<file path="config.mk">
export PLATFORM = sky130hd
export DESIGN_NAME = cache_mem_port
export DESIGN_NICKNAME = d
export VERILOG_FILES = /design/src/verilog/cache_pkg.sv /design/src/verilog/cache_mem_port.sv
export SDC_FILE = /design/constraint.sdc
export NUM_CORES = 1
export LEC_CHECK = 0
export ABC_AREA = 1
export BUFFER_PORTS_ARGS = -buffer_cell sky130_fd_sc_hd__buf_4
export CORE_UTILIZATION = 40
export CTS_CLUSTER_SIZE = 40
export DETAILED_ROUTE_END_ITERATION = 16
export PLACE_DENSITY_LB_ADDON = 0.2
export SLEW_MARGIN = 20
export SYNTH_ARGS = -nofsm -noshare
export SYNTH_HDL_FRONTEND = slang
export SYNTH_SLANG_ARGS = --single-unit
</file>
<file path="constraint.sdc">
create_clock -name clk -period 1.1 [get_ports clk]
set_input_delay 0.11 -clock clk [delete_from_list [all_inputs] [get_ports clk]]
set_output_delay 0.11 -clock clk [all_outputs]
set_load 0.03 [all_outputs]
</file>
<file path="src/verilog/cache_pkg.sv">
`default_nettype none

package cache_pkg;

    // address split: tag [31:12], index [11:4], offset [3:0]
    typedef logic [19:0]  tag_t;
    typedef logic [7:0]   index_t;
    typedef logic [3:0]   offset_t;   // top two bits pick the bank
    typedef logic [1:0]   bank_sel_t; // bank or refill beat
    typedef logic [31:0]  word_t;
    typedef logic [3:0]   strb_t;
    typedef logic [127:0] line_t;     // four words, word 0 in the low bits
    typedef logic [31:0]  addr_t;

    localparam int num_ways  = 2;
    localparam int num_banks = 4;

endpackage

`default_nettype wire

</file>
<file path="src/verilog/cache_mem_port.sv">
`timescale 1ns/1ps
`default_nettype none

module cache_mem_port import cache_pkg::*; (
    input  logic      clk,
    input  logic      resetn,
    input  logic      refill_active,
    input  logic      ret_valid,
    input  logic      ret_last,
    input  word_t     ret_data,
    input  offset_t   req_offset,
    input  strb_t     req_wstrb,   // zero for reads
    input  word_t     req_wdata,
    output bank_sel_t beat,
    output word_t     fill_word,
    output word_t     req_word
);

    logic      take;
    logic      req_beat;
    bank_sel_t req_bank;
    word_t     merged;
    word_t     req_word_r;

    assign take     = refill_active && ret_valid;
    assign req_bank = req_offset[3:2];
    assign req_beat = (beat == req_bank);

    // beat counter, back to zero after the last beat
    always_ff @(posedge clk) begin
        if (!resetn) begin
            beat <= '0;
        end else if (take) begin
            if (ret_last || beat == bank_sel_t'(num_banks - 1)) beat <= '0;
            else                                               beat <= beat + 1'b1;
        end
    end

    // store bytes over the returned word
    always_comb begin
        for (int i = 0; i < $bits(strb_t); i++) begin
            merged[8*i +: 8] = req_wstrb[i] ? req_wdata[8*i +: 8] : ret_data[8*i +: 8];
        end
    end

    assign fill_word = req_beat ? merged : ret_data;

    always_ff @(posedge clk) begin
        if (take && req_beat) req_word_r <= ret_data;
    end

    // bypass when the requested word is on the bus now, e.g. on the last beat
    assign req_word = (take && req_beat) ? ret_data : req_word_r;

endmodule

`default_nettype wire

</file>
Word-level counts from Yosys, hierarchy flattened

Cells that the tools add are included.
Widths: inputs -> output; s select.

Bits in registers: 34
Logic and storage cells: 15

Equal/unequal tests: 2
Reductions and logical operators: 3
Add/subtract/negate cells: 1
Muxes and demuxes: 7

Operators by type and width:

| cell                | number |
|---|---|
| $mux 32             | 2 |
| $mux 8              | 4 |
| $add 2x1->2 const B | 1 |
| $eq 2x2->1          | 1 |
| $eq 2x2->1 const B  | 1 |
| $logic_and 1x1->1   | 2 |
| $mux 2              | 1 |
| $logic_or 1x1->1    | 1 |

Depth between registers and ports, before layout

Depth after elaboration: 3
Depth in mapped cells: 7

Least setup slack after synthesis

Ideal clock, no wire load.

Path type: flip-flop to output port
From: register beat[1]
To: output port fill_word[10]
Arrival time: 1.445 ns
Stages on the path, launching flop included: 5
Path buffers: 1
Setup slack: -0.455 ns
Required time: 0.990 ns
Cells stage by stage: dfxtp_1 > xnor2_4 > nand2_4 > buf_6 > o21ai_2

Longest elaborated chain between the ends: 2

RTL lines:

| what                   | RTL line             | text |
|---|---|---|
| from (decl)            | cache_mem_port.sv:14 | `output bank_sel_t beat,` |
| from (signal assigned) | cache_mem_port.sv:35 | `else beat <= beat + 1'b1;` |
| $eq 2x2->1             | cache_mem_port.sv:27 | `assign req_beat = (beat == req_bank);` |
| $mux 32                | cache_mem_port.sv:46 | `assign fill_word = req_beat ? merged : ret_data;` |
| to (decl)              | cache_mem_port.sv:15 | `output word_t fill_word,` |

Every way passes these cells.

Worst setup path after layout

From: register beat[1]
To: output port fill_word[7]

Same word-level chain as after synthesis.

==> results.tsv <==
stage	metric	value	unit
run_status	status	complete, but fails checks	
run_status	failing checks	setup timing	
logic_synthesis	Synth cell types	21	
grt	largest net degree at the start of global routing	25	
clock_tree	H-tree lvl count	2	
floorplan	die area	6630	µm²
layout	final cell count without fillers	526	
worst_setup_path	CP cell instances	xnor2_4 > buf_12 > nand2_8 > buf_16 > nand2_1 > o21ai_4 > buf_4	
sta	fin worst setup slack	-603	ps
sta	fin crit period	1700	ps
place	worst slack at placement	-347	ps
logic_synthesis	async set or reset register ratio after synthesis	0	
worst_setup_path	crit end category	primary output	
layout	P&R area growth vs syn	79.2	%
route	number of vias per cell	5.17	
layout	commonest non-fill, non-tap cell in the layout	buf_4	
place	RePlAce Congestion	0.796	
sta	Tightest Pin Transition	461	ps
sta	clk_skew	7.55	ps
sta	max-slew violations	0	
route	DRC viols	0	
layout	number of antenna diodes	0	
logic_synthesis	Syn. warnings	0	
layout	post-route cell area	4520	µm²
clock_tree	Worst-path clk slew	70	ps
worst_setup_path	crit path DAT	1590	ps
clock_tree	number of clock sinks	34	
logic_synthesis	Main synth FF type	dfxtp_1	
logic_synthesis	sequential share of the synthesized area	0.270	
grt	GRT Overall Usage	0.235	
min_path	worst hold path cell count	3	
place	HPWL Detailed	5720	µm
place	placed cell area	4090	µm²
pwr	Max VDD drop	0.000962	V
worst_setup_path	Slowest-stage cell, CP	dfxtp_4	
clock_tree	Root Driver	clkbuf_8	
place	number of I/O port buffers	140	
route	via count	2721	
worst_setup_path	Req. time, crit path	990	ps
layout	Post-layout nets	528	
worst_setup_path	delay-heaviest family, CP	buffers and inverters	
grt	vias in the first global route	2625	
pwr	Pleak	2.05	nW
floorplan	row count	28	
floorplan	Die Ht	81.5	µm
clock_tree	CTS Buf Count	5	
grt	first-pass GRT wire length	12000	µm
worst_setup_path	startpoint types	flip-flop	
logic_synthesis	syn nets	381	
route	router iterations before antenna repair	4	
sta	RSZ-0062 raised after global routing	true	
logic_synthesis	Post-synth EDFFs	0	
layout	layout cells sized above 1	0.616	
run	max-cap viol count	0	
floorplan	Starting Density	0.421	
route	iteration-0 DRC count of the detailed router	68	
sta	hold_ws	99.7	ps
logic_synthesis	Synth Cell Area	2520	µm²
min_path	HP Class	in2reg	
floorplan	chip width	81.5	µm
floorplan	core area	5990	µm²
route	Final ANT Viol Nets	0	
grt	global route overflow	0	
logic_synthesis	flops & latches, synth	34	
sta	Fin. Hold Viols	0	
clock_tree	Skew-Pair Late Insertion Delay	280	ps
worst_setup_path	CP Depth	7	
sta	Worst slew margin	0.690	
logic_synthesis	Syn Area/Cell	8.33	µm²
worst_setup_path	Crit path largest cell delay	360	ps
worst_setup_path	FF-to-FF path depth	6	
worst_setup_path	Buf/Inv on CP	3	
worst_setup_path	critical setup path kind	reg2out	
sta	Final Cycle Share	1.55	
clock_tree	CTS Hold Bufs	0	
clock_tree	Longest Clk Path Bufs	2	
route	Routed WL	8110	µm
sta	final setup fails	96	
place	placed insts	512	
worst_setup_path	crit-path max FO	24	
pwr	power per cell area	1390	nW/µm²
grt	initial antenna violation count	0	
floorplan	IO Pins	143	
layout	most frequent cells in the layout	buf_4 (108), nand2_4 (66), nand2_1 (64)	
logic_synthesis	Synth Instances	303	
route	wire per inst	15.4	µm
clock_tree	TritonCTS clock tree	built	
sta	Achievable Freq	587	MHz
==> cells in the mapped netlist, types with 2 or more instances <==
library cell	n	area (µm²)
a21boi_0	32	240
buf_12	3	60.1
buf_2	7	35.0
buf_6	6	67.6
clkbuf_1	6	22.5
dfxtp_1	34	681
inv_1	6	22.5
inv_2	2	7.51
nand2_1	72	270
nand2_2	30	188
nand2_4	32	360
nand4_1	33	206
o21ai_2	32	280
==> flip-flops by register name, indices dropped and copies added, names as in the netlist <==
| signal | count |
|---|---|
| req_word_r | 32 |
| beat | 2 |
==> metrics by stage <==
step	total power, mW	setup TNS (ps)	utilization
global placement	4.92	-19310	0.682
CTS	6.11	-41430	0.727
global route	6.58	-46230	0.755
finish	6.27	-40290	0.755
detailed placement	4.99	-22050	0.682
floorplan	3.95	-17310	-
==> final timing paths <==
path / start / endpoint / slack (ps)
worst max-delay path: beat[1]$_SDFFE_PN0P_ / fill_word[7] / -600
worst min-delay path: resetn / beat[0]$_SDFFE_PN0P_ / 100
worst max register to register: beat[1]$_SDFFE_PN0P_ / req_word_r[25]$_DFF_P_ / -160
worst min register to register: req_word_r[6]$_DFF_P_ / req_word_r[6]$_DFF_P_ / 470
==> logic make-up (layout without fill, tap and decap cells) <==
| kind of cell | count (synthesis) | after routing | synth area share |
|---|---|---|---|
| adders and majority gates | 1 | 1 | 0.00495 |
| AOI/OAI and AO/OA | 67 | 67 | 0.213 |
| buffers and inverters | 31 | 179 | 0.0867 |
| xor gates and xnor gates | 1 | 1 | 0.0109 |
| and+or+nand+nor | 169 | 169 | 0.415 |
| DFF | 34 | 34 | 0.270 |
==> layer usage <==
| metal | vias up | routed length [µm] | share of wire | track usage |
|---|---|---|---|---|
| met2 | 111 | 4260 | 0.52 | 0.428 |
| met4 | 0 | 46 | 0.0057 | 0.0571 |
| li1 | 1322 | - | - | - |
| met1 | 1284 | 3180 | 0.39 | 0.275 |
| met3 | 4 | 627 | 0.077 | 0.0556 |
| met5 | - | 0 | 0 | 0 |
==> tightest hold or removal path, stage by stage <==
cell	delay, ps
buf_4	110
o21ai_0	70
a21oi_1	50
==> layout make-up <==
cell class,instances,area (µm²)
Clock buffer,7,86.3
Clock inverter,1,5.00
Fill cell,431,1470
Inverter,9,33.8
Multi-Input combinational cell,238,2070
Sequential cell,34,688
Tap cell,75,93.8
Timing Repair Buffer,162,1550
==> power by group <==
group | switching (mW) | total [mW] | internal (mW) | leakage, nW
Clock | 0.465 | 0.971 | 0.506 | 0.0482
Combinational | 1.98 | 3.54 | 1.56 | 1.72
Sequential | 0.226 | 1.75 | 1.53 | 0.286
Total | 2.67 | 6.27 | 3.60 | 2.05
==> repair_timing <==
action / in CTS / in global routing
resized for setup: 23 / 32
setup buffers: 2 / 0
gates cloned: 2 / 2
pin swaps: 1 / 1
setup endpoints to repair: 96 / 97
Note: power is estimated with default switching activity, not from simulation.
