--- config.mk ---
export PLATFORM = sky130hd
export DESIGN_NAME = cache_ctrl
export DESIGN_NICKNAME = d
export VERILOG_FILES = /design/src/verilog/cache_pkg.sv /design/src/verilog/cache_ctrl.sv
export SDC_FILE = /design/constraint.sdc
export NUM_CORES = 1
export LEC_CHECK = 0
export BUFFER_PORTS_ARGS = -buffer_cell sky130_fd_sc_hd__buf_2
export CORE_AREA = 2 2 313 315
export CTS_BUF_LIST = sky130_fd_sc_hd__clkbuf_16
export DETAILED_ROUTE_END_ITERATION = 16
export DIE_AREA = 0 0 315 317
export REMOVE_ABC_BUFFERS = 1
export SKIP_CTS_REPAIR_TIMING = 1
export SLEW_MARGIN = 30
export SYNTH_ARGS = -nofsm -noshare
export SYNTH_HDL_FRONTEND = slang
export SYNTH_SLANG_ARGS = --single-unit
--- constraint.sdc ---
create_clock -name clk -period 4.3 [get_ports clk]
set_clock_uncertainty 0.15 [all_clocks]
set_input_delay 1.075 -clock clk [delete_from_list [all_inputs] [get_ports clk]]
set_output_delay 1.075 -clock clk [all_outputs]
set_load 0.05 [all_outputs]
--- src/verilog/cache_pkg.sv ---
`default_nettype none

package cache_pkg;

    // address split: tag [31:12], index [11:4], offset [3:0]
    typedef logic [19:0]  tag_t;
    typedef logic [7:0]   index_t;
    typedef logic [3:0]   offset_t;   // top two bits pick the bank
    typedef logic [1:0]   bank_sel_t; // bank or refill beat
    typedef logic [31:0]  word_t;
    typedef logic [3:0]   strb_t;
    typedef logic [127:0] line_t;     // four words, word 0 in the low bits
    typedef logic [31:0]  addr_t;

    localparam int num_ways  = 2;
    localparam int num_banks = 4;

endpackage

`default_nettype wire

--- src/verilog/cache_ctrl.sv ---
`timescale 1ns/1ps
`default_nettype none

module cache_ctrl import cache_pkg::*; (
    input  logic                  clk,
    input  logic                  resetn,
    // cpu side
    input  logic                  valid,
    input  logic                  op,           // 1 write
    input  index_t                index,
    input  tag_t                  tag,
    input  offset_t               offset,
    input  strb_t                 wstrb,
    input  word_t                 wdata,
    output logic                  addr_ok,
    output logic                  data_ok,
    output word_t                 rdata,
    // memory requests
    output logic                  rd_req,
    output addr_t                 rd_addr,
    input  logic                  rd_rdy,
    input  logic                  ret_valid,
    input  logic                  ret_last,
    output logic                  wr_req,
    output addr_t                 wr_addr,
    output line_t                 wr_data,
    input  logic                  wr_rdy,
    // arrays
    output index_t                arr_index,
    input  logic [$bits(tag_t):0] tagv_rd [num_ways], // {tag, valid}
    input  logic [num_ways-1:0]   dirty_rd,
    input  logic                  repl_rd,
    input  word_t                 bank_rd [num_ways][num_banks],
    output logic [num_ways-1:0]   tag_we,
    output tag_t                  tag_wr,
    output strb_t                 bank_we [num_ways][num_banks],
    output word_t                 bank_wr,
    output logic [num_ways-1:0]   dirty_we,
    output logic                  dirty_wr,
    output logic                  repl_we,
    output logic                  repl_wr,
    // memory port
    output logic                  refill_active,
    output offset_t               req_offset,
    output strb_t                 req_wstrb,
    output word_t                 req_wdata,
    input  bank_sel_t             beat,
    input  word_t                 fill_word,
    input  word_t                 req_word
);

    typedef enum logic [2:0] {st_idle, st_lookup, st_miss, st_replace, st_refill} state_t;

    state_t state, state_nxt;

    logic    op_r;
    index_t  index_r;
    tag_t    tag_r;
    offset_t offset_r;
    strb_t   wstrb_r;
    word_t   wdata_r;

    logic [num_ways-1:0] hit_way;
    logic      cache_hit;
    logic      hit_sel;
    logic      victim;
    logic      victim_dirty;
    logic      refill_we;
    logic      last_beat;
    bank_sel_t bank_r;

    always_ff @(posedge clk) begin
        if (!resetn) state <= st_idle;
        else         state <= state_nxt;
    end

    // request register, loaded on acceptance
    always_ff @(posedge clk) begin
        if (valid && addr_ok) begin
            op_r     <= op;
            index_r  <= index;
            tag_r    <= tag;
            offset_r <= offset;
            wstrb_r  <= wstrb;
            wdata_r  <= wdata;
        end
    end

    always_comb begin
        for (int w = 0; w < num_ways; w++) begin
            hit_way[w] = tagv_rd[w][0] && (tagv_rd[w][$bits(tag_t):1] == tag_r);
        end
    end

    assign cache_hit    = |hit_way;
    assign hit_sel      = hit_way[1];
    assign victim       = repl_rd;  // stable until the last beat toggles it
    assign victim_dirty = tagv_rd[victim][0] && dirty_rd[victim];
    assign bank_r       = offset_r[3:2];
    assign refill_we    = (state == st_refill) && ret_valid;
    assign last_beat    = refill_we && ret_last;

    always_comb begin
        state_nxt = state;
        case (state)
            st_idle:    if (valid) state_nxt = st_lookup;
            st_lookup: begin
                if (cache_hit)         state_nxt = st_idle;
                else if (victim_dirty) state_nxt = st_miss;
                else                   state_nxt = st_replace;
            end
            st_miss:    if (wr_rdy) state_nxt = st_replace;  // write-back taken
            st_replace: if (rd_rdy) state_nxt = st_refill;
            st_refill:  if (last_beat) state_nxt = st_idle;
            default:    state_nxt = st_idle;
        endcase
    end

    // cpu handshake
    assign addr_ok = (state == st_idle);
    assign data_ok = ((state == st_lookup) && cache_hit) || last_beat;
    assign rdata   = (state == st_refill) ? req_word : bank_rd[hit_sel][bank_r];

    // memory requests
    assign rd_req  = (state == st_replace);
    assign rd_addr = {tag_r, index_r, 4'b0};
    assign wr_req  = (state == st_miss) && wr_rdy;
    assign wr_addr = {tagv_rd[victim][$bits(tag_t):1], index_r, 4'b0};

    always_comb begin
        for (int b = 0; b < num_banks; b++) begin
            wr_data[b*$bits(word_t) +: $bits(word_t)] = bank_rd[victim][b];
        end
    end

    // arrays read the new index while idle, then hold the set
    assign arr_index = (state == st_idle) ? index : index_r;
    assign tag_wr    = tag_r;
    assign bank_wr   = (state == st_refill) ? fill_word : wdata_r;
    assign dirty_wr  = op_r;  // hit writes and write misses both mark dirty
    assign repl_we   = ((state == st_lookup) && cache_hit) || last_beat;
    assign repl_wr   = (state == st_lookup) ? !hit_sel : !victim;

    always_comb begin
        for (int w = 0; w < num_ways; w++) begin
            tag_we[w]   = last_beat && (int'(victim) == w);
            dirty_we[w] = tag_we[w] || ((state == st_lookup) && op_r && hit_way[w]);
            for (int b = 0; b < num_banks; b++) begin
                bank_we[w][b] = '0;
                if ((state == st_lookup) && op_r && hit_way[w] && (bank_r == bank_sel_t'(b)))
                    bank_we[w][b] = wstrb_r;
                if (refill_we && (int'(victim) == w) && (beat == bank_sel_t'(b)))
                    bank_we[w][b] = '1;  // whole beat into the victim way
            end
        end
    end

    // request info for the memory port
    assign refill_active = (state == st_refill);
    assign req_offset    = offset_r;
    assign req_wstrb     = op_r ? wstrb_r : '0;
    assign req_wdata     = wdata_r;

endmodule

`default_nettype wire

# [Yosys cells after proc, flatten, opt, wreduce, memory -nomap -nowiden]
# Index checks and enable logic that the tools add are counted.
[classes] mux=42 addsub=0 n_div=0 eq_ne=16 magnitude_cmp=4 shift=0 mul=0 bitwise=4 reduce_logical=41
[op_table] operator="$mux W128" count=6
[op_table] operator="$mux W32" count=4
[op_table] operator="$mux W4" count=17
[op_table] operator="$bmux W32 S2" count=1
[op_table] operator="$mux W21" count=3
[op_table] operator="$eq A20 B20 Y1" count=2
[op_table] operator="$logic_and A1 B1 Y1" count=31
[op_table] operator="$pmux W3 S5" count=1
[op_table] operator="$mux W3" count=4
[op_table] operator="$eq A2 B2 Y1 const B" count=4
[op_table] operator="$mux W8" count=1
[op_table] operator="$eq A3 B2 Y1 const B" count=2
[op_table] operator="$eq A2 B1 Y1 const B" count=2
[op_table] operator="$ge A2 B2 Y1 const B" count=2
[op_table] operator="$logic_not A2 Y1" count=2
[op_table] operator="$mux W1" count=4
[op_table] operator="$ne A2 B1 Y1 const B" count=2
[op_table] operator="$ne A2 B2 Y1 const B" count=2
[op_table] operator="$not A1 Y2" count=2
[op_table] operator="$reduce_and A4 Y1" count=1
[op_table] operator="$eq A3 B1 Y1 const B" count=1
[op_table] operator="$eq A3 B3 Y1 const B" count=1
[op_table] operator="$ge A3 B3 Y1 const B" count=1
[op_table] operator="$logic_not A3 Y1" count=1
[op_table] operator="7 further kinds" count=10
[word_totals] latch_bits=0 n_memories=0 elab_cells=114 mem_bits_rw=0 register_bits=72 input_bits=443 rom_bits=0

# [Logic depth before layout (Yosys ltp)]
[logic_depth] word_depth=10 depth_mapped=8 mapped_depth_nobuf=6

# [Least setup slack after synthesis]
# No wires, ideal clock.
[synth_path] path_type="input to output" from="input tagv_rd[10] (netlist bit)" to="output bank_we[10] (netlist bit)" setup_slack_ns=-0.104 arrival_time_ns=3.179 path_stages=6 path_cell_list="xor2_1 -> nor4_2 -> and4_1 -> buf_6 -> nand4_4 -> o21ai_0"
[synth_rtl] element="start: declaration" line="cache_ctrl.sv:30" source="input logic [$bits(tag_t):0] tagv_rd [num_ways],"
[synth_rtl] element="end: declaration" line="cache_ctrl.sv:36" source="output strb_t bank_we [num_ways][num_banks],"

# [Worst setup path after layout]
[layout_path] from="input tagv_rd[8] (netlist bit)" to="output repl_we"
[layout_between] elab_chain_len=5
[layout_lines] element="$eq A20 B20 Y1" line="cache_ctrl.sv:91" source="hit_way[w] = tagv_rd[w][0] && (tagv_rd[w][$bits(tag_t):1] == tag_r);"
[layout_lines] element="$logic_and A1 B1 Y1" line="cache_ctrl.sv:91"
[layout_lines] element="$reduce_or A2 Y1" line="cache_ctrl.sv:95" source="assign cache_hit = |hit_way;"
[layout_lines] element="$logic_and A1 B1 Y1" line="cache_ctrl.sv:141" source="assign repl_we = ((state == st_lookup) && cache_hit) || last_beat;"
[layout_lines] element="$logic_or A1 B1 Y1" line="cache_ctrl.sv:141"
[layout_lines] element="end: declaration" line="cache_ctrl.sv:40" source="output logic repl_we,"
# No other way between the ends.

==> impl_summary.txt <==
----------------------------------------------------
[Detailed routing]
  Wire per inst ... 25.4 µm
  Total Wirelength ... 73700 µm
  Count of antenna-violating nets left after detailed routing ... 0
  Via/cell ratio ... 3.70
  Number of detailed-route iterations in the first pass ... 5
  Via count ... 10700
  Violation count after the first detailed-routing iteration ... 819
  Detailed-route DRC error count ... 0

[Final layout]
  Highest-count cells in the layout ignoring fill and taps ... 749 x sky130_fd_sc_hd__buf_2, 156 x sky130_fd_sc_hd__mux2_2, 134 x sky130_fd_sc_hd__nand2_1, 80 x sky130_fd_sc_hd__buf_4, 69 x sky130_fd_sc_hd__edfxtp_1
  Non-filler cells, final ... 2898
  Area Overhead vs Synth ... 81.8%
  NumNets Final ... 2041
  Fraction of layout cells with a size suffix above 1 ... 72.5%
  Leading cell type in the layout, fill and taps excluded ... sky130_fd_sc_hd__buf_2
  FILL cells ... 10900
  Finished Cell Area ... 15100 µm²

[Clock network]
  Clock tree from TritonCTS ... yes
  Root buffer selected by CTS ... sky130_fd_sc_hd__clkbuf_16
  Worst-case clock buffer depth ... 2
  Clk_lat worst skew ... 0.36 ns
  TritonCTS Buffers ... 9
  Number of sinks on the clock net ... 72
  Clock slew at the register clock pins of the worst setup and hold paths ... 0.06 ns
  H-tree depth ... 3

[Hold path]
  Type of the worst min-delay path ... reg2reg

[Synth]
  Post-Synth Adder-Cell Area ... 0%
  Syn_area_per_cell ... 10.4 µm²
  Number of flops mapped to enable cells by yosys ... 69
  Most common flop cell mapped by yosys ... sky130_fd_sc_hd__edfxtp_1
  Number of warnings reported in the yosys synthesis log ... 0
  Post-synthesis mux area share ... 39.2%
  Post-synthesis instance area ... 8300 µm²
  Simple-gate portion of the synthesized area ... 12.4%
  Yosys reg bits ... 72
  Largest family of logic cells by synthesized area ... multiplexers
  Part of the Yosys area used for sequential elements ... 25.7%
  Async set-or-reset flop fraction in the synthesized netlist ... 0%
  Count of cell types in the netlist ... 51
  Mapped Cells ... 800
  Post-Synth XOR/XNOR Area ... 4.22%
  Complex-gate fraction of the synthesized area ... 9.22%

[Timing]
  Fmax achieved ... 234 MHz
  Period minus WS final ... 4.28 ns
  Crit path setup slack, layout ... 0.0216 ns
  Period Utilization, post-route ... 99.5%
  Final setup vio count ... 0
  Measured slew at the worst slew-check pin ... 0.719 ns
  Number of hold violations in the final report ... 0
  Max-slew headroom ... 51.9%
  Max-slew violations ... 0

[Floorplan]
  Core area ... 96300 µm²
  Number of rows created at floorplan ... 114
  Die Height ... 317 µm
  Die X-Extent ... 315 µm
  Initial core utilization ... 8.62%
  Full die area ... 99900 µm²
  I/O pin cnt ... 811

[Place]
  Global placement routability congestion ... 0.930
  Worst slack at placement ... -0.500 ns
  Dpl cell area ... 14200 µm²
  Sum of net half-perimeters after detailed placement ... 63200 µm
  Cell total after placement ... 2856
  Number of buffer cells added on primary ports ... 802

[Power and ir drop]
  Pwr per Cell Area ... 448 nW/µm²
  Static leakage ... 6.64 nW
  Peak VDD IR ... 256 µV

[GRT]
  Number of global-route vias before repair ... 10300
  GR Overflow Total ... 0
  Initial antenna violation count ... 35
  Wire length of the first global-routing pass ... 90900 µm
  Overall fraction of global-route tracks in use ... 13.6%
  Pin count of the biggest net entering global routing ... 66

[Setup path]
  CP Data Arrival Time ... 3.05 ns
  Startpoint type of the worst setup path ... primary input
  Crit Path Category ... in2out
  Crit path max fanout ... 6
  Data required time at the worst endpoint ... 3.07 ns
  Kind of end point of the critical path ... primary output

[Flow run]
  Max-capacitance violation count ... 0

[Outcome]
  Outcome ... finished clean

----------------------------------------------------
[area by class of cell]
type	instances	area [µm²]	area share (%)
antenna	19	47.5	0.315
clock buffer	9	225	1.49
clock inverter	7	71.3	0.473
inverter	3	12.5	0.0829
multi-input combinational	626	5680	37.6
sequential	72	2130	14.1
tap	1276	1600	10.6
timing repair buffer	886	5330	35.3
[state kept, by name, indices dropped and copies added (netlist names)]
signal	cells
req_offset	4
state	3
index_r	8
tag_wr	20
dirty_wr	1
req_wdata	32
wstrb_r	4
[cells by family (layout without fill, tap and decap cells)]
kind of cell,after synthesis,count (layout)
AOI/OAI and AO/OA,137,137
xor gates and xnor gates,40,40
buffers and inverters,109,905
DFF,72,72
muxes,220,220
other,1,27
and+or+nand+nor,221,221
[cells in the mapped netlist, drive strengths merged (2+ instances only)]
master / n / area share, %
mux2: 156 / 21
dlygate4sd1: 3 / 0.32
nand2b: 3 / 0.23
dfxtp: 3 / 0.72
buf: 72 / 6.8
nor3: 2 / 0.18
xor2: 23 / 2.4
nand3: 7 / 0.57
nand2: 135 / 6.1
edfxtp: 69 / 25
mux4: 64 / 18
and3: 5 / 0.38
a21oi: 32 / 1.9
a31oi: 32 / 2.4
nor4: 6 / 0.83
o21ai: 64 / 3.9
clkbuf: 31 / 2.0
and2: 8 / 0.60
nor2: 36 / 1.6
nand4: 7 / 0.86
inv: 3 / 0.14
nor2b: 6 / 0.45
o31ai: 3 / 0.39
xnor2: 17 / 1.8
[where the power goes]
part           internal [mW]  switching, mW  total (mW)
sequential             0.989          0.185        1.17
clock                  0.450          0.342       0.791
combinational           1.36           3.44        4.80
[routing by layer]
| layer | track usage [%] | share of wire, % | vias to the layer above |
|---|---|---|---|
| met5 | 0.521 | 0.15 | - |
| li1 | - | - | 4575 |
| met2 | 20.2 | 43 | 822 |
| met3 | 6.21 | 12 | 140 |
| met4 | 4.86 | 3.7 | 16 |
| met1 | 17.2 | 41 | 5159 |
[critical path, cell delays in order]
cell and delay (ns):
sky130_fd_sc_hd__buf_2 0.19, sky130_fd_sc_hd__xor2_4 0.30, sky130_fd_sc_hd__nor4_4 0.05, sky130_fd_sc_hd__buf_4 0.17
sky130_fd_sc_hd__and4_4 0.17, sky130_fd_sc_hd__buf_12 0.16, sky130_fd_sc_hd__buf_12 0.15, sky130_fd_sc_hd__a22o_2 0.26
sky130_fd_sc_hd__a21o_1 0.19, sky130_fd_sc_hd__buf_4 0.16, sky130_fd_sc_hd__buf_12 0.14
[per-stage QoR]
stage	setup TNS [ns]	utilization [%]	hold WS, ns	power, mW
final	0	15.7	0.493	6.77
after global routing	-0.103	15.7	0.532	7.05
after CTS	-20.12	15.1	0.475	6.73
after detailed placement	-19.68	14.8	0.462	5.91
after global placement	-21.51	14.8	0.479	5.91
after floorplan	-100.47	-	0.398	4.30
[worst paths after layout]
path / slack [ns] / startpoint / depth (start not counted) / endpoint
setup / recovery: 0.02 / tagv_rd[8] / 11 / repl_we
hold / removal: 0.49 / state[1] / 2 / state[1]
setup reg to reg: 1.71 / tag_wr[18] / 9 / state[0]
hold reg to reg: 0.49 / state[1] / 2 / state[1]
(Power assumes the default switching activity.)
